`src/design/rv_decode_pkg.sv`:
```
// Opcode constants, operator and mux enums, control bundle and ID/EX register types
package rv_decode_pkg;

  ////////////////////////////////////////////////////////////////////////////
  // Major opcodes (instr[6:0])
  ////////////////////////////////////////////////////////////////////////////
  localparam logic [6:0] OPCODE_OP     = 7'h33;
  localparam logic [6:0] OPCODE_OPIMM  = 7'h13;
  localparam logic [6:0] OPCODE_LOAD   = 7'h03;
  localparam logic [6:0] OPCODE_STORE  = 7'h23;
  localparam logic [6:0] OPCODE_BRANCH = 7'h63;
  localparam logic [6:0] OPCODE_JAL    = 7'h6f;
  localparam logic [6:0] OPCODE_JALR   = 7'h67;
  localparam logic [6:0] OPCODE_LUI    = 7'h37;
  localparam logic [6:0] OPCODE_AUIPC  = 7'h17;
  localparam logic [6:0] OPCODE_SYSTEM = 7'h73;
  localparam logic [6:0] OPCODE_FENCE  = 7'h0f;

  ////////////////////////////////////////////////////////////////////////////
  // Operators and mux selects
  ////////////////////////////////////////////////////////////////////////////
  typedef enum logic [3:0] {
    ALU_ADD, ALU_SUB, ALU_SLL, ALU_SLT, ALU_SLTU, ALU_XOR, ALU_SRL, ALU_SRA,
    ALU_OR, ALU_AND,
    ALU_EQ, ALU_NE, ALU_LT, ALU_GE, ALU_LTU, ALU_GEU // Branch compares
  } alu_opcode_e;

  typedef enum logic [1:0] {
    MUL,  // Low word of product
    MULH  // High word, signedness from mul_signed_mode
  } mul_opcode_e;

  typedef enum logic [1:0] {DIV, DIVU, REM, REMU} div_opcode_e;

  typedef enum logic [1:0] {
    CSR_OP_READ, CSR_OP_WRITE, CSR_OP_SET, CSR_OP_CLEAR
  } csr_opcode_e;

  typedef enum logic [1:0] {OP_A_REG, OP_A_PC, OP_A_ZERO} op_a_mux_e;

  typedef enum logic {OP_B_REG, OP_B_IMM} op_b_mux_e;

  typedef enum logic [2:0] {IMM_I, IMM_S, IMM_B, IMM_U, IMM_J} imm_mux_e;

  typedef enum logic [1:0] {
    BRANCH_NONE, BRANCH_JAL, BRANCH_JALR, BRANCH_COND
  } branch_e;

  ////////////////////////////////////////////////////////////////////////////
  // Control bundle produced by each sub-decoder
  ////////////////////////////////////////////////////////////////////////////
  typedef struct packed {
    logic        alu_en;
    logic        mul_en;
    logic        div_en;
    logic        lsu_en;
    logic        csr_en;
    alu_opcode_e alu_operator;
    mul_opcode_e mul_operator;
    logic [1:0]  mul_signed_mode;  // [0] op a signed, [1] op b signed
    div_opcode_e div_operator;
    csr_opcode_e csr_op;
    op_a_mux_e   op_a_mux_sel;
    op_b_mux_e   op_b_mux_sel;
    imm_mux_e    imm_mux_sel;
    logic        rf_we;
    logic [1:0]  rf_re;            // [0] rs1, [1] rs2
    logic        lsu_we;
    logic [1:0]  lsu_type;         // 00 byte, 01 half, 10 word
    logic        lsu_sign_ext;
    branch_e     ctrl_transfer_insn;
    logic        mret_insn;
    logic        dret_insn;
    logic        ebrk_insn;
    logic        ecall_insn;
    logic        wfi_insn;
    logic        fencei_insn;
    logic        illegal_insn;
  } decoder_ctrl_t;

  // No match: nothing enabled, only the illegal flag
  localparam decoder_ctrl_t DECODER_CTRL_ILLEGAL_INSN = '{
    alu_en:             1'b0,
    mul_en:             1'b0,
    div_en:             1'b0,
    lsu_en:             1'b0,
    csr_en:             1'b0,
    alu_operator:       ALU_ADD,
    mul_operator:       MUL,
    mul_signed_mode:    2'b00,
    div_operator:       DIV,
    csr_op:             CSR_OP_READ,
    op_a_mux_sel:       OP_A_REG,
    op_b_mux_sel:       OP_B_REG,
    imm_mux_sel:        IMM_I,
    rf_we:              1'b0,
    rf_re:              2'b00,
    lsu_we:             1'b0,
    lsu_type:           2'b00,
    lsu_sign_ext:       1'b0,
    ctrl_transfer_insn: BRANCH_NONE,
    mret_insn:          1'b0,
    dret_insn:          1'b0,
    ebrk_insn:          1'b0,
    ecall_insn:         1'b0,
    wfi_insn:           1'b0,
    fencei_insn:        1'b0,
    illegal_insn:       1'b1
  };

  // ID/EX stage register contents
  typedef struct packed {
    logic          valid;
    decoder_ctrl_t ctrl;                   // After suppression
    logic          rf_we_raw;              // Before suppression
    logic          lsu_en_raw;
    branch_e       ctrl_transfer_insn_raw;
  } id_ex_t;

endpackage

```
`src/design/rv_i_decoder.sv`:
```
// RV32I base instruction decoder producing a control bundle
`timescale 1ns/1ps

module rv_i_decoder (
  input  logic [31:0]                  instr_rdata_i,
  output rv_decode_pkg::decoder_ctrl_t decoder_ctrl_o
);

  logic [6:0] opcode;
  logic [2:0] funct3;
  logic [6:0] funct7;

  assign opcode = instr_rdata_i[6:0];
  assign funct3 = instr_rdata_i[14:12];
  assign funct7 = instr_rdata_i[31:25];

  always_comb begin
    decoder_ctrl_o = rv_decode_pkg::DECODER_CTRL_ILLEGAL_INSN;
    decoder_ctrl_o.illegal_insn = 1'b0; // Restored below on bad encodings

    unique case (opcode)
      rv_decode_pkg::OPCODE_LUI, rv_decode_pkg::OPCODE_AUIPC: begin
        decoder_ctrl_o.alu_en       = 1'b1;
        decoder_ctrl_o.op_a_mux_sel = (opcode == rv_decode_pkg::OPCODE_LUI) ?
                                      rv_decode_pkg::OP_A_ZERO : rv_decode_pkg::OP_A_PC;
        decoder_ctrl_o.op_b_mux_sel = rv_decode_pkg::OP_B_IMM;
        decoder_ctrl_o.imm_mux_sel  = rv_decode_pkg::IMM_U;
        decoder_ctrl_o.rf_we        = 1'b1;
      end

      rv_decode_pkg::OPCODE_JAL: begin
        decoder_ctrl_o.alu_en             = 1'b1;              // Link address
        decoder_ctrl_o.op_a_mux_sel       = rv_decode_pkg::OP_A_PC;
        decoder_ctrl_o.op_b_mux_sel       = rv_decode_pkg::OP_B_IMM;
        decoder_ctrl_o.imm_mux_sel        = rv_decode_pkg::IMM_J;
        decoder_ctrl_o.rf_we              = 1'b1;
        decoder_ctrl_o.ctrl_transfer_insn = rv_decode_pkg::BRANCH_JAL;
      end

      rv_decode_pkg::OPCODE_JALR: begin
        decoder_ctrl_o.alu_en             = 1'b1;
        decoder_ctrl_o.op_b_mux_sel       = rv_decode_pkg::OP_B_IMM;
        decoder_ctrl_o.rf_re              = 2'b01;
        decoder_ctrl_o.rf_we              = 1'b1;
        decoder_ctrl_o.ctrl_transfer_insn = rv_decode_pkg::BRANCH_JALR;
        if (funct3 != 3'b000) decoder_ctrl_o = rv_decode_pkg::DECODER_CTRL_ILLEGAL_INSN;
      end

      rv_decode_pkg::OPCODE_BRANCH: begin
        decoder_ctrl_o.alu_en             = 1'b1;              // Compare rs1 with rs2
        decoder_ctrl_o.imm_mux_sel        = rv_decode_pkg::IMM_B;
        decoder_ctrl_o.rf_re              = 2'b11;
        decoder_ctrl_o.ctrl_transfer_insn = rv_decode_pkg::BRANCH_COND;
        unique case (funct3)
          3'b000:  decoder_ctrl_o.alu_operator = rv_decode_pkg::ALU_EQ;
          3'b001:  decoder_ctrl_o.alu_operator = rv_decode_pkg::ALU_NE;
          3'b100:  decoder_ctrl_o.alu_operator = rv_decode_pkg::ALU_LT;
          3'b101:  decoder_ctrl_o.alu_operator = rv_decode_pkg::ALU_GE;
          3'b110:  decoder_ctrl_o.alu_operator = rv_decode_pkg::ALU_LTU;
          3'b111:  decoder_ctrl_o.alu_operator = rv_decode_pkg::ALU_GEU;
          default: decoder_ctrl_o = rv_decode_pkg::DECODER_CTRL_ILLEGAL_INSN;
        endcase
      end

      rv_decode_pkg::OPCODE_LOAD: begin
        decoder_ctrl_o.lsu_en       = 1'b1;
        decoder_ctrl_o.op_b_mux_sel = rv_decode_pkg::OP_B_IMM;  // Address rs1 + imm
        decoder_ctrl_o.rf_re        = 2'b01;
        decoder_ctrl_o.rf_we        = 1'b1;
        decoder_ctrl_o.lsu_type     = funct3[1:0];
        decoder_ctrl_o.lsu_sign_ext = ~funct3[2];               // LBU/LHU zero extend
        if (funct3[1:0] == 2'b11 || funct3 == 3'b110) begin
          decoder_ctrl_o = rv_decode_pkg::DECODER_CTRL_ILLEGAL_INSN;
        end
      end

      rv_decode_pkg::OPCODE_STORE: begin
        decoder_ctrl_o.lsu_en       = 1'b1;
        decoder_ctrl_o.lsu_we       = 1'b1;
        decoder_ctrl_o.op_b_mux_sel = rv_decode_pkg::OP_B_IMM;
        decoder_ctrl_o.imm_mux_sel  = rv_decode_pkg::IMM_S;
        decoder_ctrl_o.rf_re        = 2'b11;                    // Base and store data
        decoder_ctrl_o.lsu_type     = funct3[1:0];
        if (funct3[2] || funct3[1:0] == 2'b11) begin
          decoder_ctrl_o = rv_decode_pkg::DECODER_CTRL_ILLEGAL_INSN;
        end
      end

      rv_decode_pkg::OPCODE_OPIMM, rv_decode_pkg::OPCODE_OP: begin
        decoder_ctrl_o.alu_en       = 1'b1;
        decoder_ctrl_o.rf_we        = 1'b1;
        decoder_ctrl_o.rf_re        = (opcode == rv_decode_pkg::OPCODE_OP) ? 2'b11 : 2'b01;
        decoder_ctrl_o.op_b_mux_sel = (opcode == rv_decode_pkg::OPCODE_OP) ?
                                      rv_decode_pkg::OP_B_REG : rv_decode_pkg::OP_B_IMM;
        unique case (funct3)
          3'b000:  decoder_ctrl_o.alu_operator =
                     (opcode == rv_decode_pkg::OPCODE_OP && funct7[5]) ?
                     rv_decode_pkg::ALU_SUB : rv_decode_pkg::ALU_ADD;
          3'b001:  decoder_ctrl_o.alu_operator = rv_decode_pkg::ALU_SLL;
          3'b010:  decoder_ctrl_o.alu_operator = rv_decode_pkg::ALU_SLT;
          3'b011:  decoder_ctrl_o.alu_operator = rv_decode_pkg::ALU_SLTU;
          3'b100:  decoder_ctrl_o.alu_operator = rv_decode_pkg::ALU_XOR;
          3'b101:  decoder_ctrl_o.alu_operator = funct7[5] ? rv_decode_pkg::ALU_SRA :
                                                             rv_decode_pkg::ALU_SRL;
          3'b110:  decoder_ctrl_o.alu_operator = rv_decode_pkg::ALU_OR;
          default: decoder_ctrl_o.alu_operator = rv_decode_pkg::ALU_AND;
        endcase
        // funct7 must be 0, or 0x20 on SUB and SRA only
        // OP-IMM checks it for shifts alone
        if (opcode == rv_decode_pkg::OPCODE_OP || funct3[1:0] == 2'b01) begin
          if ((funct7 & 7'b1011111) != 7'b0 ||
              (funct7[5] && funct3 != 3'b101 &&
               !(opcode == rv_decode_pkg::OPCODE_OP && funct3 == 3'b000))) begin
            decoder_ctrl_o = rv_decode_pkg::DECODER_CTRL_ILLEGAL_INSN;
          end
        end
      end

      rv_decode_pkg::OPCODE_FENCE: begin
        unique case (funct3)
          3'b000:  ;                                            // FENCE is a no-op here
          3'b001:  decoder_ctrl_o.fencei_insn = 1'b1;
          default: decoder_ctrl_o = rv_decode_pkg::DECODER_CTRL_ILLEGAL_INSN;
        endcase
      end

      rv_decode_pkg::OPCODE_SYSTEM: begin
        if (funct3 == 3'b000) begin
          // Privileged ops need rs1 = rd = 0
          unique case ({instr_rdata_i[31:20], instr_rdata_i[19:15] | instr_rdata_i[11:7]})
            {12'h000, 5'd0}: decoder_ctrl_o.ecall_insn = 1'b1;
            {12'h001, 5'd0}: decoder_ctrl_o.ebrk_insn  = 1'b1;
            {12'h302, 5'd0}: decoder_ctrl_o.mret_insn  = 1'b1;
            {12'h7b2, 5'd0}: decoder_ctrl_o.dret_insn  = 1'b1;
            {12'h105, 5'd0}: decoder_ctrl_o.wfi_insn   = 1'b1;
            default:         decoder_ctrl_o = rv_decode_pkg::DECODER_CTRL_ILLEGAL_INSN;
          endcase
        end else begin
          decoder_ctrl_o.csr_en       = 1'b1;
          decoder_ctrl_o.rf_we        = 1'b1;
          decoder_ctrl_o.rf_re        = {1'b0, ~funct3[2]};     // CSRR*I uses zimm
          decoder_ctrl_o.op_b_mux_sel = rv_decode_pkg::OP_B_IMM; // CSR address
          decoder_ctrl_o.csr_op       = rv_decode_pkg::csr_opcode_e'(funct3[1:0]);
          if (funct3[1:0] == 2'b00) decoder_ctrl_o = rv_decode_pkg::DECODER_CTRL_ILLEGAL_INSN;
        end
      end

      default: decoder_ctrl_o = rv_decode_pkg::DECODER_CTRL_ILLEGAL_INSN;
    endcase
  end

  // OP words with funct7 = 1 belong to the M decoder
  always_comb begin
    assert (opcode != rv_decode_pkg::OPCODE_OP || funct7 != 7'b0000001 ||
            decoder_ctrl_o.illegal_insn)
      else $error("rv_i_decoder: MULDIV encoding decoded as legal");
  end

endmodule

```
`src/design/rv_m_decoder.sv`:
```
// RV32M multiply/divide decoder producing a control bundle
`timescale 1ns/1ps

module rv_m_decoder (
  input  logic [31:0]                  instr_rdata_i,
  output rv_decode_pkg::decoder_ctrl_t decoder_ctrl_o
);

  logic [2:0] funct3;
  logic       m_match;

  assign funct3  = instr_rdata_i[14:12];
  assign m_match = (instr_rdata_i[6:0] == rv_decode_pkg::OPCODE_OP) &&
                   (instr_rdata_i[31:25] == 7'b0000001);       // MULDIV funct7

  always_comb begin
    decoder_ctrl_o = rv_decode_pkg::DECODER_CTRL_ILLEGAL_INSN;
    if (m_match) begin
      decoder_ctrl_o.illegal_insn = 1'b0;
      decoder_ctrl_o.rf_re        = 2'b11;                     // Both groups read rs1 and rs2
      decoder_ctrl_o.rf_we        = 1'b1;
      if (!funct3[2]) begin
        decoder_ctrl_o.mul_en       = 1'b1;
        decoder_ctrl_o.mul_operator = (funct3[1:0] == 2'b00) ? rv_decode_pkg::MUL :
                                                               rv_decode_pkg::MULH;
        unique case (funct3[1:0])
          2'b01:   decoder_ctrl_o.mul_signed_mode = 2'b11;     // MULH
          2'b10:   decoder_ctrl_o.mul_signed_mode = 2'b01;     // MULHSU, rs1 signed only
          default: decoder_ctrl_o.mul_signed_mode = 2'b00;     // MUL, MULHU
        endcase
      end else begin
        decoder_ctrl_o.div_en       = 1'b1;
        decoder_ctrl_o.div_operator = rv_decode_pkg::div_opcode_e'(funct3[1:0]);
      end
    end
  end

endmodule

```
`src/design/rv_decoder.sv`:
```
// Combining decoder with compressed-illegal override, suppression and ID/EX register
`timescale 1ns/1ps

module rv_decoder (
  input  logic                         clk_i,
  input  logic                         reset_i,
  input  logic                         instr_valid_i,
  input  logic                         illegal_c_insn_i,      // From compressed expander
  input  logic                         deassert_we_i,         // Stall or not active
  input  logic                         deassert_we_special_i, // Exception in IF
  input  rv_decode_pkg::decoder_ctrl_t i_ctrl_i,
  input  rv_decode_pkg::decoder_ctrl_t m_ctrl_i,
  output rv_decode_pkg::id_ex_t        id_ex_o
);

  rv_decode_pkg::decoder_ctrl_t ctrl_subdec; // Winning sub-decoder
  rv_decode_pkg::decoder_ctrl_t ctrl_mux;    // After compressed-illegal override
  rv_decode_pkg::decoder_ctrl_t ctrl_supp;   // After suppression
  rv_decode_pkg::decoder_ctrl_t ctrl_idle;
  rv_decode_pkg::id_ex_t        id_ex_d;
  logic                         deassert_any;

  //////////////////////////////////////////////////////////////////////////
  // Select and override
  //////////////////////////////////////////////////////////////////////////
  always_comb begin
    if (!m_ctrl_i.illegal_insn) begin
      ctrl_subdec = m_ctrl_i;                         // M has priority
    end else if (!i_ctrl_i.illegal_insn) begin
      ctrl_subdec = i_ctrl_i;
    end else begin
      ctrl_subdec = rv_decode_pkg::DECODER_CTRL_ILLEGAL_INSN;
    end
  end

  assign ctrl_mux = illegal_c_insn_i ? rv_decode_pkg::DECODER_CTRL_ILLEGAL_INSN : ctrl_subdec;

  //////////////////////////////////////////////////////////////////////////
  // Suppression
  //////////////////////////////////////////////////////////////////////////
  assign deassert_any = deassert_we_i || deassert_we_special_i;

  always_comb begin
    ctrl_supp = ctrl_mux;
    if (deassert_any) begin
      ctrl_supp.alu_en             = 1'b0;
      ctrl_supp.mul_en             = 1'b0;
      ctrl_supp.div_en             = 1'b0;
      ctrl_supp.lsu_en             = 1'b0;
      ctrl_supp.rf_we              = 1'b0;
      ctrl_supp.csr_op             = rv_decode_pkg::CSR_OP_READ;
      ctrl_supp.ctrl_transfer_insn = rv_decode_pkg::BRANCH_NONE;
    end
    if (deassert_we_special_i) begin
      ctrl_supp.mret_insn    = 1'b0;
      ctrl_supp.dret_insn    = 1'b0;
      ctrl_supp.ebrk_insn    = 1'b0;
      ctrl_supp.ecall_insn   = 1'b0;
      ctrl_supp.wfi_insn     = 1'b0;
      ctrl_supp.fencei_insn  = 1'b0;
      ctrl_supp.illegal_insn = 1'b0;
    end
  end

  // Bundle loaded with no valid instruction, also the reset value
  always_comb begin
    ctrl_idle = rv_decode_pkg::DECODER_CTRL_ILLEGAL_INSN;
    ctrl_idle.illegal_insn = 1'b0;
  end

  always_comb begin
    id_ex_d.valid                  = instr_valid_i;
    id_ex_d.ctrl                   = instr_valid_i ? ctrl_supp : ctrl_idle;
    id_ex_d.rf_we_raw              = instr_valid_i && ctrl_mux.rf_we;   // Pre-suppression
    id_ex_d.lsu_en_raw             = instr_valid_i && ctrl_mux.lsu_en;
    id_ex_d.ctrl_transfer_insn_raw = instr_valid_i ? ctrl_mux.ctrl_transfer_insn :
                                                     rv_decode_pkg::BRANCH_NONE;
  end

  //////////////////////////////////////////////////////////////////////////
  // ID/EX register
  //////////////////////////////////////////////////////////////////////////
  always_ff @(posedge clk_i) begin
    if (reset_i) begin
      id_ex_o <= '{valid: 1'b0, ctrl: ctrl_idle, rf_we_raw: 1'b0, lsu_en_raw: 1'b0,
                   ctrl_transfer_insn_raw: rv_decode_pkg::BRANCH_NONE};
    end else begin
      id_ex_o <= id_ex_d;
    end
  end

  // At most one sub-decoder claims a word
  a_one_subdec: assert property (@(posedge clk_i) disable iff (reset_i)
    i_ctrl_i.illegal_insn || m_ctrl_i.illegal_insn)
    else $error("rv_decoder: I and M decoders both legal");

  a_special_clears_illegal: assert property (@(posedge clk_i) disable iff (reset_i)
    deassert_we_special_i |=> !id_ex_o.ctrl.illegal_insn)
    else $error("rv_decoder: illegal_insn survived deassert_we_special");

  a_reset_valid: assert property (@(posedge clk_i) reset_i |=> !id_ex_o.valid)
    else $error("rv_decoder: valid set after reset");

endmodule

```
`src/design/rv_decode_top.sv`:
```
// Decode stage top level with I and M sub-decoders feeding the combining decoder
`timescale 1ns/1ps

module rv_decode_top (
  input  logic                  clk_i,
  input  logic                  reset_i,
  input  logic                  instr_valid_i,
  input  logic [31:0]           instr_rdata_i,         // From IF/ID
  input  logic                  illegal_c_insn_i,
  input  logic                  deassert_we_i,
  input  logic                  deassert_we_special_i,
  output rv_decode_pkg::id_ex_t id_ex_o
);

  rv_decode_pkg::decoder_ctrl_t i_ctrl; // RV32I bundle
  rv_decode_pkg::decoder_ctrl_t m_ctrl; // RV32M bundle

  // Both sub-decoders see the same word in parallel
  rv_i_decoder i_decoder_i (
    .instr_rdata_i  (instr_rdata_i),
    .decoder_ctrl_o (i_ctrl)
  );

  rv_m_decoder m_decoder_i (
    .instr_rdata_i  (instr_rdata_i),
    .decoder_ctrl_o (m_ctrl)
  );

  rv_decoder decoder_i (
    .clk_i                 (clk_i),
    .reset_i               (reset_i),
    .instr_valid_i         (instr_valid_i),
    .illegal_c_insn_i      (illegal_c_insn_i),
    .deassert_we_i         (deassert_we_i),
    .deassert_we_special_i (deassert_we_special_i),
    .i_ctrl_i              (i_ctrl),
    .m_ctrl_i              (m_ctrl),
    .id_ex_o               (id_ex_o)
  );

endmodule

```
`config.mk`:
```
export PLATFORM = sky130hd
export DESIGN_NAME = rv_decode_top
export DESIGN_NICKNAME = d
export VERILOG_FILES = /design/src/design/rv_decode_pkg.sv /design/src/design/rv_i_decoder.sv /design/src/design/rv_m_decoder.sv /design/src/design/rv_decoder.sv /design/src/design/rv_decode_top.sv
export SDC_FILE = /design/constraint.sdc
export NUM_CORES = 1
export LEC_CHECK = 0
export ABC_AREA = 1
export BUFFER_PORTS_ARGS = -buffer_cell sky130_fd_sc_hd__clkbuf_2
export CORE_MARGIN = 3
export CORE_UTILIZATION = 30
export CTS_BUF_LIST = sky130_fd_sc_hd__clkbuf_16
export DETAILED_ROUTE_END_ITERATION = 7
export HOLD_SLACK_MARGIN = 0.1
export PLACE_DENSITY = 0.61
export SLEW_MARGIN = 20
export SYNTH_ARGS = -nofsm -noshare
export SYNTH_HDL_FRONTEND = slang
export SYNTH_SLANG_ARGS = --single-unit
export TNS_END_PERCENT = 100
```
`constraint.sdc`:
```
create_clock -name clk_i -period 2.5 [get_ports clk_i]
set_input_delay 0.25 -clock clk_i [delete_from_list [all_inputs] [get_ports clk_i]]
set_output_delay 0.25 -clock clk_i [all_outputs]
set_load 0.005 [all_outputs]
```
# After elaboration in Yosys (flattened, before gate mapping)
# Cells that the tools add are included.
# totals
ff_bits	44
in_bits	38
word_cells	131
# op_classes
n_eq_ne	27
mux	39
bitwise	3
reduce_logical	32
# ops
operator	n
2-to-1 mux 39 bit	3
case mux 7 bit (8 select lines)	2
2-to-1 mux 36 bit	3
case mux 16 bit (6 select lines)	1
2-to-1 mux 38 bit	2
2-to-1 mux 35 bit	2
case mux 6 bit (6 select lines)	1
== test 7 bit, second input constant	4
case mux 4 bit (7 select lines)	1
case mux 4 bit (6 select lines)	1
== test 7 x 6 -> 1 bit, second input constant	3
2-to-1 mux 18 bit	1
OR reduction 6 bit	3
== test 17 x 14 -> 1 bit, second input constant	1
== test 17 x 15 -> 1 bit, second input constant	1
== test 17 x 16 -> 1 bit, second input constant	1
== test 17 x 6 -> 1 bit, second input constant	1
zero test 17 bit	1
== test 7 x 5 -> 1 bit, second input constant	2
2-to-1 mux 1 bit	14
case mux 2 bit (7 select lines)	1
== test 3 bit, second input constant	4
OR reduction 3 bit	4
OR reduction 5 bit	2
other kinds (24)	42

# Longest topological paths before layout
# Gate-level depths: netlist of run 1.
# depth
word_depth	12
ltp_mapped	14

# By module
# From an unflattened synthesis of run 1, not the netlist that was laid out.
# hier_totals
hier_cells	479
hier_area_um2	3118.0
# by_module_without_submodules
module	n_inst	cells_per_inst	area_per_inst_um2	seq_area_each_um2
rv_decoder	1	221	1773.0	880.8
rv_i_decoder	1	193	959.7	0.0
rv_m_decoder	1	65	385.4	0.0

# Least setup slack after synthesis of run 1
# OpenSTA, ideal clock, no wires.
# synth_timing
kind	input -> register
startpoint	input port instr_rdata_i[13]
endpoint	register decoder_i.id_ex_o[13] (netlist name)
setup_time_ps	63
arrival_time_ps	1657
required_ps	2437
path_slack_ps	780
cell_stages	14
path_buffers	1
cell_sequence	inv_1 ha_1 buf_2 inv_1 o21ai_1 nand3b_1 nand3_1 nor2_1 nand2_1 nor2_2 nand2_2 inv_6 nand2_8 nor2_2
# synth_via
elab_chain_cells	9
elab_cells_between_ends	33
# synth_rtl
item	line_no	text
from (decl)	rv_decode_top.sv:8	input logic [31:0] instr_rdata_i,
zero test 3 bit	n/a	
logical AND 1 bit	rv_i_decoder.sv:113	!(opcode == rv_decode_pkg::OPCODE_OP && funct3 == 3'b000))) begin
zero test 1 bit	rv_i_decoder.sv:113	
logical AND 1 bit	rv_i_decoder.sv:112	(funct7[5] && funct3 != 3'b101 &&
logical OR 1 bit	rv_i_decoder.sv:111	if ((funct7 & 7'b1011111) != 7'b0 ||
2-to-1 mux 39 bit	rv_i_decoder.sv:111	
2-to-1 mux 39 bit	rv_i_decoder.sv:110	if (opcode == rv_decode_pkg::OPCODE_OP || funct3[1:0] == 2'b01) begin
case mux 7 bit (8 select lines)	rv_i_decoder.sv:21	unique case (opcode)
OR reduction 5 bit (no line)	n/a	
# Several ways; a longest one is shown, not always the timed one.
# A chain may end at the register's enable or synchronous reset.

# Final worst setup path of run 1
# layout_timing
startpoint	input port instr_rdata_i[13]
endpoint	register decoder_i.id_ex_o[20] (netlist name)
# layout_via
elab_chain_cells	9
elab_cells_between_ends	33
# layout_rtl
item	line_no
zero test 3 bit	n/a
logical AND 1 bit	rv_i_decoder.sv:113
zero test 1 bit	rv_i_decoder.sv:113
logical AND 1 bit	rv_i_decoder.sv:112
logical OR 1 bit	rv_i_decoder.sv:111
2-to-1 mux 39 bit	rv_i_decoder.sv:111
2-to-1 mux 39 bit	rv_i_decoder.sv:110
case mux 7 bit (8 select lines)	rv_i_decoder.sv:21
OR reduction 5 bit (no line)	n/a
# Several ways; a longest one is shown, not always the timed one.

==> results of run 1 <==
[synth_stat cells, types with 3 or more instances]
cell      instances
nand2_1          68
nor2_1           62
inv_1            55
dfxtp_1          43
nand3_1          24
nor2_2           18
nor3_1           10
o21ai_0          10
a21oi_1           8
ha_1              5
nand4_1           5
a31oi_1           4
nand3b_1          4
inv_2             3
[power groups by stage]
stage / registers [uW] / logic (uW) / clock network [uW]
floorplan: 703 / 85.6 / 0
global placement: 702 / 147 / 0
detailed placement: 703 / 146 / 0
CTS: 687 / 147 / 626
global route: 687 / 167 / 666
finish: 687 / 147 / 616
[metrics by stage]
step           instances  hold WS [ps]
3_5_place_dp         520           424
6_report             528           128
2_1_floorplan        342           332
3_3_place_gp         520           423
5_1_grt              528           134
4_1_cts              528           128
[cell type report]
type                       instances  area (sq um)
clock inverter                     3          16.3
fill                             807          4360
inverter                          59           226
tap                               99           124
multi-input combinational        237          1160
timing repair buffer              82           415
sequential                        43           861
clock buffer                       5           125
[cells by family after synthesis]
| kind of cell | count (synthesis) | share of synthesized area (%) |
|---|---|---|
| AOI/OAI and AO/OA | 28 | 6.95 |
| DFF | 43 | 37.9 |
| adders and majority gates | 5 | 2.76 |
| other | 1 | 0.165 |
| buffers and inverters | 62 | 10.7 |
| and+or+nand+nor | 203 | 41.5 |
[worst max-delay path, delay by kind of cell]
family / cells / cell delay, ps
buffers and inverters: 4 / 560
AOI/OAI and AO/OA: 1 / 250
and+or+nand+nor: 8 / 800
adders and majority gates: 1 / 370
[per-layer routing]
metal / global-route usage (%) / wire [microns] / up-vias
li1: - / - / 1240
met1: 17.7 / 2640 / 1035
met2: 24.9 / 2890 / 85
met3: 2.98 / 443 / 7
met4: 4.52 / 70 / 0
met5: 0 / 0 / -
[path summary, 6_finish.rpt]
kind / startpoint / to / slack [ps] / cells after the start
setup / recovery: instr_rdata_i[13] / decoder_i.id_ex_o[20] / 450 / 14
hold / removal: reset_i / decoder_i.id_ex_o[43] / 130 / 2
==> Implementation_results.wiki, run 1 <==
{| class="wikitable"
! Metric !! Value
|-
| Seq cells post-synth || 43
|-
| Mean cell area of the mapped netlist || approximately 6.6 sq um
|-
| Power per unit of standard cell area || 495 nW/um^2
|-
| Min Tclk post-route || approximately 2000 ps
|-
| Largest registers ranked by flip-flop count || decoder_i.id_ex_o x43
|-
| Predominant post-synthesis flop cell || dfxtp_1
|-
| Cell type with the highest aggregate area in the netlist || dfxtp_1
|-
| Final count of pins violating max slew || 0
|-
| Sequential fraction of the synthesis area || 37.9%
|-
| Number of failing setup endpoints in the final timing report || 0
|-
| Routed wire length per instance || 11.4 microns
|-
| Worst setup EP type || flip-flop
|-
| Number of clock sinks || 43
|-
| Antenna Violating Nets Remaining || 0
|-
| Largest cells by area after synthesis || dfxtp_1, nand2_1, nor2_1, inv_1, nand3_1
|-
| Most used cells in the layout excluding fill and tap cells || clkbuf_2, nand2_1, nor2_1, inv_1, dfxtp_1
|-
| Post-layout util || about two fifths
|-
| Post-cts resize count || 0
|-
| Relative slew margins || around two thirds
|-
| Total negative slack for setup checks || 0 ps
|-
| Count of max-cap constraint violations || 0
|-
| Depth of the CTS H-tree || 2
|-
| Max Root-Sink Buffers || 2
|-
| Via count of the first global-routing pass || 2,249
|-
| CP max stage cell || ha_1
|-
| Die Footprint || 8650 sq um
|-
| TritonCTS clock tree || built
|-
| Post-CTS setup buffer count || 0
|-
| Share of the synthesized area in the top cell type || 37.9%
|-
| Effective utilization at floorplan || a little over 30%
|-
| Placed Instance Area || around 2800 sq um
|-
| Net count of the mapped netlist || between 300 and 400
|-
| Worst-path clk slew || about 60 ps
|-
| Clock share of power || a little over two fifths
|-
| Proportion of layout cells with a drive suffix above 1 || roughly 28%
|-
| Die Y || roughly 93 microns
|-
| Worst VDD drop || between 0.2 and 0.25 mV
|-
| Net total in the final layout || around 470
|-
| Most common cell after layout, fill and taps aside || clkbuf_2
|-
| Initial drt markers || ~150
|-
| Top-Level Pins || slightly above 80
|-
| Setup crit start kind || input port
|-
| Number of hold buffers added after cts || 0
|-
| Quantity of I/O buffers inserted on ports || 80
|-
| Number of enable-type register cells in the synthesized netlist || 0
|-
| Slowest Stage Delay on Critical Path || around 370 ps
|-
| Data required time of the worst path || ~2700 ps
|-
| Antenna Diode Count || 0
|-
| Part of the total power dissipated in sequential elements || between 40% and 50%
|-
| GR Overflow Total || 0
|-
| Final Hold Vio Count || 0
|-
| Finished layout cell area || between 2000 and 3000 sq um
|-
| Post-DR vias/cell || 4.48
|-
| Post-synth design cell area || 2270 sq um
|-
| Switching Share || a little under a quarter
|-
| Maximum clock frequency || approximately 0.49 GHz
|-
| Final period utilization || roughly 82%
|-
| Path category of the worst min-delay check || in2reg
|-
| Async set or reset register ratio after synthesis || 0%
|-
| Worst endpoint data arrival time || about 2300 ps
|-
| Worst slack at placement || between 150 and 200 ps
|-
| Routed vias || ~2,400
|-
| Start-to-end type of the worst setup path || in2reg
|-
| Cell-by-cell listing of the critical path || clkbuf_2 -> inv_1 -> ha_1 -> inv_1 -> o21ai_1 -> nand3b_1 -> nand3_1 -> nor2_1 -> nand2_1 -> nor2_2 -> nand2_2 -> inv_6 -> nand2_8 -> nor2_2
|-
| Clock Root Buffer || clkbuf_16
|-
| Slew @ Worst Pin || between 500 and 600 ps
|-
| All-Layer GR Usage || around 14%
|-
| Max FO, Critical Path || 9
|-
| Chip Width || approximately 93 microns
|-
| Final worst slack || ~450 ps
|-
| Final weighted congestion of routability-driven global placement || 0.951
|-
| Leakage Power || 0.00152 uW
|-
| Antenna violations before repair || 0
|-
| Status || finished clean
|-
| Internal portion of total power || ~1100 uW
|-
| Number of distinct library cell variants in the gate-level netlist after synthesis || 30
|-
| Aggregate routed wire length || 6040 microns
|-
| Total core area || between 7000 and 8000 sq um
|-
| Net switching power || 347 uW
|-
| Maximum number of pins on one net before global-route repair || 15
|-
| Max reg flops || between 40 and 50
|-
| Post-Synthesis Cells || around 340
|-
| Wire length of the first global-routing pass || about 10,000 microns
|-
| Site row count || 31
|-
| Router iterations before antenna repair || 4
|-
| Detailed Place HPWL || 5050 microns
|-
| Number of warnings printed during yosys synthesis || 0
|-
| Share of power burned in combinational logic || just over 10%
|-
| Post-detailed-route DRC marker count || 0
|-
| Layout Area Growth over Synthesis || 29.2%
|-
| Number of buffers added by the clock tree synthesis step || 5
|-
| RSZ-0062 raised after global routing || no
|-
| Total Power || roughly 1500 uW
|-
| Register bank with the most flops || decoder_i.id_ex_o
|}
Power figures use the tool's default switching activity.
==> inputs of run 2 (changes only) <==
Settings changed: ABC_AREA 1 to 0, PLACE_DENSITY 0.61 to 0.63.
Clock period 2.5 ns to 1.8 ns, I/O delays scaled along.
==> run 2 against run 1 <==
- the run now ends with setup timing left
- wire length is 23% higher
- clock-buffer cell count is the same
- combinational power increased by 140%
- sequential power rose by 39%
- hold slack better by 2.9 ps
- sequential share of layout area is 6.5 points lower
- clock power increased by 41%
- synthesized area shrank 2.2%
- final cell count fell by 3.0%
- die area decreased by 2.1%
- global-route usage up 2.9 points
==> Implementation_results.wiki, run 2 <==
{| class="wikitable"
! Metric !! Value
|-
| Maximum number of pins on one net before global-route repair || 14
|-
| Site row count || 30
|-
| Wire length of the first global-routing pass || 11,700 microns
|-
| Post-Synthesis Cells || around 260
|-
| Quantity of I/O buffers inserted on ports || 80
|-
| Final worst slack || -117 ps
|-
| Number of cells on the worst hold path || 3
|-
| Proportion of layout cells with a drive suffix above 1 || between 50% and 60%
|-
| Top-Level Pins || 82
|-
| Final period utilization || 106%
|-
| Aggregate routed wire length || roughly 7400 microns
|-
| Number of buffers added by the clock tree synthesis step || 5
|-
| All-Layer GR Usage || approximately 17%
|-
| Multiplexer fraction of the synthesized cell area || 0%
|-
| Max reg flops || 43
|-
| Initial drt markers || 130
|-
| Worst-path clk slew || roughly 60 ps
|-
| Largest registers ranked by flip-flop count || decoder_i.id_ex_o x43
|-
| Post-detailed-route DRC marker count || 0
|-
| Data required time of the worst path || 2000 ps
|-
| Chip Width || about 92 microns
|-
| Number of warnings printed during yosys synthesis || 0
|-
| Most used cells in the layout excluding fill and tap cells || buf_4, clkbuf_2, dfxtp_1, nor2_1, nand2_1
|-
| Number of clock sinks || 43
|-
| GR Overflow Total || 0
|-
| Min Tclk post-route || about 1900 ps
|-
| Routed wire length per instance || ~14 microns
|-
| Cell type with the highest aggregate area in the netlist || dfxtp_1
|-
| Maximum clock frequency || about 0.52 GHz
|-
| Share of the synthesized area in the top cell type || between 30 and 40%
|-
| Routed vias || between 2,000 and 2,500
|-
| Effective utilization at floorplan || 31.8%
|-
| Worst setup EP type || flip-flop
|-
| Worst endpoint data arrival time || 2120 ps
|-
| Post-Route Hold Slack || about 130 ps
|-
| Combinational family with the most area after synthesis || simple AND/OR/NAND/NOR gates
|-
| Router iterations before antenna repair || 4
|-
| Synth cell count leaders || dfxtp_1, nor2_1, nand2_1
|-
| Path category of the worst min-delay check || in2reg
|-
| Max FO, Critical Path || 2
|-
| Async set or reset register ratio after synthesis || 0%
|-
| Largest cells by area after synthesis || dfxtp_1, nor2_1, nor4_2, a21oi_1, nor3_1
|-
| Detailed Place HPWL || 5790 microns
|-
| Post-synth design cell area || between 2000 and 2500 sq um
|-
| Antenna violations before repair || 0
|-
| Total negative slack for setup checks || -1420 ps
|-
| Fraction of the mapped netlist area in simple logic gates || 35.4%
|-
| Die Y || about 92 microns
|-
| Violated checks || setup timing
|-
| Sequential fraction of the synthesis area || just under 40%
|-
| Final Hold Vio Count || 0
|-
| Mean cell area of the mapped netlist || around 8.7 sq um
|-
| Predominant post-synthesis flop cell || dfxtp_1
|-
| TritonCTS clock tree || built
|-
| Final weighted congestion of routability-driven global placement || between 0.8 and 0.9
|-
| Layout Area Growth over Synthesis || 69.4%
|-
| Net total in the final layout || around 460
|-
| Setup crit start kind || input port
|-
| Power per unit of standard cell area || between 500 and 600 nW/um^2
|-
| Register bank with the most flops || decoder_i.id_ex_o
|-
| Worst VDD drop || 0.441 mV
|-
| Start-to-end type of the worst setup path || in2reg
|-
| Count of max-cap constraint violations || 0
|-
| Most common cell in the netlist || dfxtp_1
|-
| Post-DR vias/cell || roughly 5
|-
| Total core area || 6980 sq um
|-
| Antenna Violating Nets Remaining || 0
|-
| Most common cell after layout, fill and taps aside || buf_4
|-
| Depth of the CTS H-tree || 2
|-
| Post-synthesis xor/xnor area fraction || 0%
|-
| Complex-gate fraction of the synthesized area || ~18%
|-
| Status || finished with violations
|-
| Die Footprint || roughly 8500 sq um
|-
| RSZ-0062 raised after global routing || yes
|-
| Leakage Power || between 0.0015 and 0.002 uW
|-
| Antenna Diode Count || 0
|-
| Via count of the first global-routing pass || approximately 2,400
|-
| Final count of pins violating max slew || 0
|-
| Number of enable-type register cells in the synthesized netlist || 0
|-
| Number of distinct library cell variants in the gate-level netlist after synthesis || 59
|-
| Number of failing setup endpoints in the final timing report || 26
|-
| Max Root-Sink Buffers || 2
|-
| Share of synthesized cell area in full adder, half adder and majority cells || around 2.8%
|-
| Net count of the mapped netlist || roughly 300
|-
| Seq cells post-synth || 43
|-
| Clock Root Buffer || clkbuf_16
|}
## run 2: critical path: stages
cell and delay [ps]:
buf_6 90, or4_4 530, or3_4 350, buf_4 150, a221oi_4 300, o21ai_1 110
and3_1 210, nor4_2 190
## run 2: logic make-up after synthesis
logic type / count (synthesis)
AO/OA/AOI/OAI: 54
buffers and inverters: 24
adder cells (fa/ha/maj): 5
flip-flops: 43
AND/OR/NAND/NOR: 129
other: 1
## run 2: layout make-up
type | count | area, sq um
Fill cell | 658 | 3220
Multi-Input combinational cell | 190 | 1510
Timing Repair Buffer | 167 | 1090
Sequential cell | 43 | 861
Clock buffer | 5 | 125
Tap cell | 96 | 120
Inverter | 8 | 30.0
Clock inverter | 3 | 16.3
## run 2: routing by layer
| metal | vias to the layer above | share of wire, % | track usage, % |
|---|---|---|---|
| met2 | 68 | 50 | 29.7 |
| met5 | - | 0 | 0 |
| met3 | 11 | 5.2 | 3.77 |
| li1 | 1252 | - | - |
| met1 | 1168 | 44 | 21.9 |
| met4 | 0 | 1.1 | 3.71 |
## run 2: where the power goes
| group | switching, uW | internal [uW] |
|---|---|---|
| Combinational | 178 | 168 |
| Clock | 362 | 506 |
| Sequential | 0.738 | 954 |
## run 2: path summary, 6_finish.rpt
kind / end / start
max: decoder_i.id_ex_o[36] / instr_rdata_i[31]
min: decoder_i.id_ex_o[8] / instr_rdata_i[20]
## run 2: repair_timing
item                                   4_1_cts  5_1_grt
buffers inserted                             1        8
resized for setup                           21       36
pin swaps                                    9        9
hold buffers                                 1        0
setup endpoints to repair                   32       33
endpoints found under the hold margin        1        0
cloned                                       1        0
## run 2: through the flow
step                      cells  utilization, %  setup WS (ps)  area (sq um)  power, uW
after floorplan             256               -           -279          2240       1100
after global placement      493            46.6           -406          3260       1280
after detailed placement    493            46.6           -491          3260       1290
after CTS                   504            50.8          -77.0          3550       2170
after global routing        512            53.9           -192          3760       2260
final                       512            53.9           -117          3760       2170
==> inputs of run 3 (changes only) <==
Settings changed: CORE_UTILIZATION 30 to 44, PLACE_DENSITY 0.63 to 0.83.
==> run 3 against run 2 <==
- the flow still finishes with violations (setup timing)
- via count up 3.8%
- utilization increased by 21 points
- die area is 30% lower
- clock-buffer cell count unchanged
==> Implementation_results.wiki, run 3 (synthesis results as in run 2) <==
{| class="wikitable"
! Metric !! Value
|-
| Switching Share || 25.5%
|-
| Status || finished with violations
|-
| CP max stage cell || or4_4
|-
| Antenna Violating Nets Remaining || 0
|-
| Final cell count without fillers || ~480
|-
| Initial drt markers || 143
|-
| Finished layout cell area || around 3600 sq um
|-
| Final worst slack || -133 ps
|-
| Min Tclk post-route || around 1900 ps
|-
| Largest registers ranked by flip-flop count || decoder_i.id_ex_o x43
|-
| Clock Root Buffer || clkbuf_16
|-
| Via count of the first global-routing pass || 2,543
|-
| Post-Place Cells || 460
|-
| Site row count || 25
|-
| Most common cell after layout, fill and taps aside || clkbuf_2
|-
| Setup crit start kind || input port
|-
| Internal portion of total power || roughly 1600 uW
|-
| Chip Width || ~77 microns
|-
| Violated checks || setup timing
|-
| Effective utilization at floorplan || 46.4%
|-
| Start-to-end type of the worst setup path || in2reg
|-
| Register bank with the most flops || decoder_i.id_ex_o
|-
| Routed wire length per instance || between 15 and 20 microns
|-
| Number of clock sinks || 43
|-
| Proportion of layout cells with a drive suffix above 1 || between 50% and 60%
|-
| Worst endpoint data arrival time || roughly 2100 ps
|-
| Die Footprint || just under 6000 sq um
|-
| Path category of the worst min-delay check || in2reg
|-
| Wire length of the first global-routing pass || approximately 12,000 microns
|-
| TritonCTS clock tree || built
|-
| Routed vias || between 2,000 and 3,000
|-
| Router iterations before antenna repair || 4
|-
| Quantity of I/O buffers inserted on ports || 80
|-
| Max reg flops || 43
|-
| Slowest Stage Delay on Critical Path || roughly 530 ps
|-
| Count of max-cap constraint violations || 0
|-
| GR Overflow Total || 0
|-
| Final count of pins violating max slew || 0
|-
| Final period utilization || 107%
|-
| Data required time of the worst path || approximately 2000 ps
|-
| Cell seen most often among critical-path stages || buf_6
|-
| Filler Cells Inserted || 348
|-
| Maximum number of pins on one net before global-route repair || 15
|-
| Part of the total power dissipated in sequential elements || a little over two fifths
|-
| Placed Instance Area || about 3200 sq um
|-
| Post-Route Hold Slack || approximately 130 ps
|-
| Post-detailed-route DRC marker count || 0
|-
| Number of failing setup endpoints in the final timing report || 27
|-
| Top-Level Pins || 82
|-
| Net switching power || 555 uW
|-
| Antenna violations before repair || 0
|-
| Final Hold Vio Count || 0
|-
| Worst setup EP type || flip-flop
|-
| Net total in the final layout || 452
|-
| Worst-path clk slew || ~60 ps
|-
| Total core area || between 4000 and 5000 sq um
|-
| Detailed Place HPWL || roughly 5600 microns
|-
| Depth of the CTS H-tree || 2
|-
| Worst VDD drop || around 0.48 mV
|-
| Number of buffers added by the clock tree synthesis step || 5
|-
| Share of power burned in combinational logic || between 15 and 20%
|-
| Leakage Power || roughly 0.0016 uW
|-
| Max Root-Sink Buffers || 2
|-
| Die Y || 77.0 microns
|-
| Max FO, Critical Path || 6
|-
| RSZ-0062 raised after global routing || yes
|-
| Layout Area Growth over Synthesis || 61.7%
|-
| Maximum clock frequency || between 0.5 and 0.6 GHz
|-
| Clock share of power || between 40% and 50%
|-
| Final weighted congestion of routability-driven global placement || around 0.95
|-
| Antenna Diode Count || 0
|-
| All-Layer GR Usage || between 20% and 30%
|-
| Most used cells in the layout excluding fill and tap cells || clkbuf_2, buf_4, dfxtp_1, nor2_1, nand2_1
|-
| Aggregate routed wire length || 7940 microns
|-
| Post-DR vias/cell || ~5.4
|-
| Cell-by-cell listing of the critical path || buf_6 -> or4_4 -> or3_4 -> a21o_4 -> a32oi_4 -> buf_6 -> nand2_8 -> buf_4 -> nor4_4
|-
| Power per unit of standard cell area || approximately 600 nW/um^2
|}
[run 3: cell count changes in the layout (fill, tap and decap cells not counted), moves of 3 or more]
| cell | change |
|---|---|
| buf_4 | -6 |
| nor3_1 | +3 |
| nor3_2 | -4 |
| nor2_1 | +3 |
| a21oi_2 | -3 |
| a21oi_1 | +3 |
| o21ai_0 | +3 |
| inv_1 | -3 |
[run 3: layout make-up]
type                    instances  area [sq um]  share of cell area (%)
inverters                       8          30.0                   0.837
well taps                      67          83.8                    2.34
clock inverters                 3          20.0                   0.558
multi-input cells             190          1430                    39.9
clock buffers                   5           125                    3.49
repair buffers                161          1040                    28.9
flip-flops and latches         43           861                    24.0
[run 3: critical path: cells and delay by family]
| kind | cells | cell delay, ps |
|---|---|---|
| AND/OR/NAND/NOR | 4 | 1080 |
| AO/OA/AOI/OAI | 2 | 440 |
| buffers and inverters | 3 | 420 |
[run 3: power groups by stage]
stage	Combinational, uW	Clock (uW)	Sequential [uW]
floorplan	129	0	976
global placement	294	0	975
detailed placement	300	0	975
CTS	320	889	954
global route	368	942	954
finish	340	888	954
[run 3: layer usage]
| layer | track usage (%) | part of all wire [%] | vias up |
|---|---|---|---|
| met4 | 10.9 | 2.4 | 0 |
| met1 | 30.8 | 39 | 1222 |
| met3 | 6.69 | 7.4 | 19 |
| li1 | - | - | 1242 |
| met5 | 0 | 0 | - |
| met2 | 47.3 | 52 | 110 |
[run 3: repair_timing]
action	in CTS	in global routing
setup buffers	4	3
hold buffers	1	0
gates cloned	1	0
resized for setup	23	14
hold endpoints to repair	1	0
pin swaps	8	4
endpoints found under the setup margin	31	33
[run 3: worst paths after layout]
check	from	end	slack, ps	cells after the start
worst max-delay path	instr_rdata_i[29]	decoder_i.id_ex_o[12]	-130	9
worst min-delay path	illegal_c_insn_i	decoder_i.id_ex_o[4]	130	2
[run 3: through the flow]
| step | power (uW) | utilization [%] | setup WS (ps) | setup TNS (ps) |
|---|---|---|---|---|
| 3_3_place_gp | 1270 | 66.6 | -423 | -11340 |
| 3_5_place_dp | 1280 | 66.6 | -532 | -13020 |
| 6_report | 2180 | 75.0 | -133 | -1470 |
| 4_1_cts | 2160 | 73.2 | -110 | -918 |
| 2_1_floorplan | 1100 | - | -279 | -6550 |
| 5_1_grt | 2260 | 75.0 | -190 | -3210 |
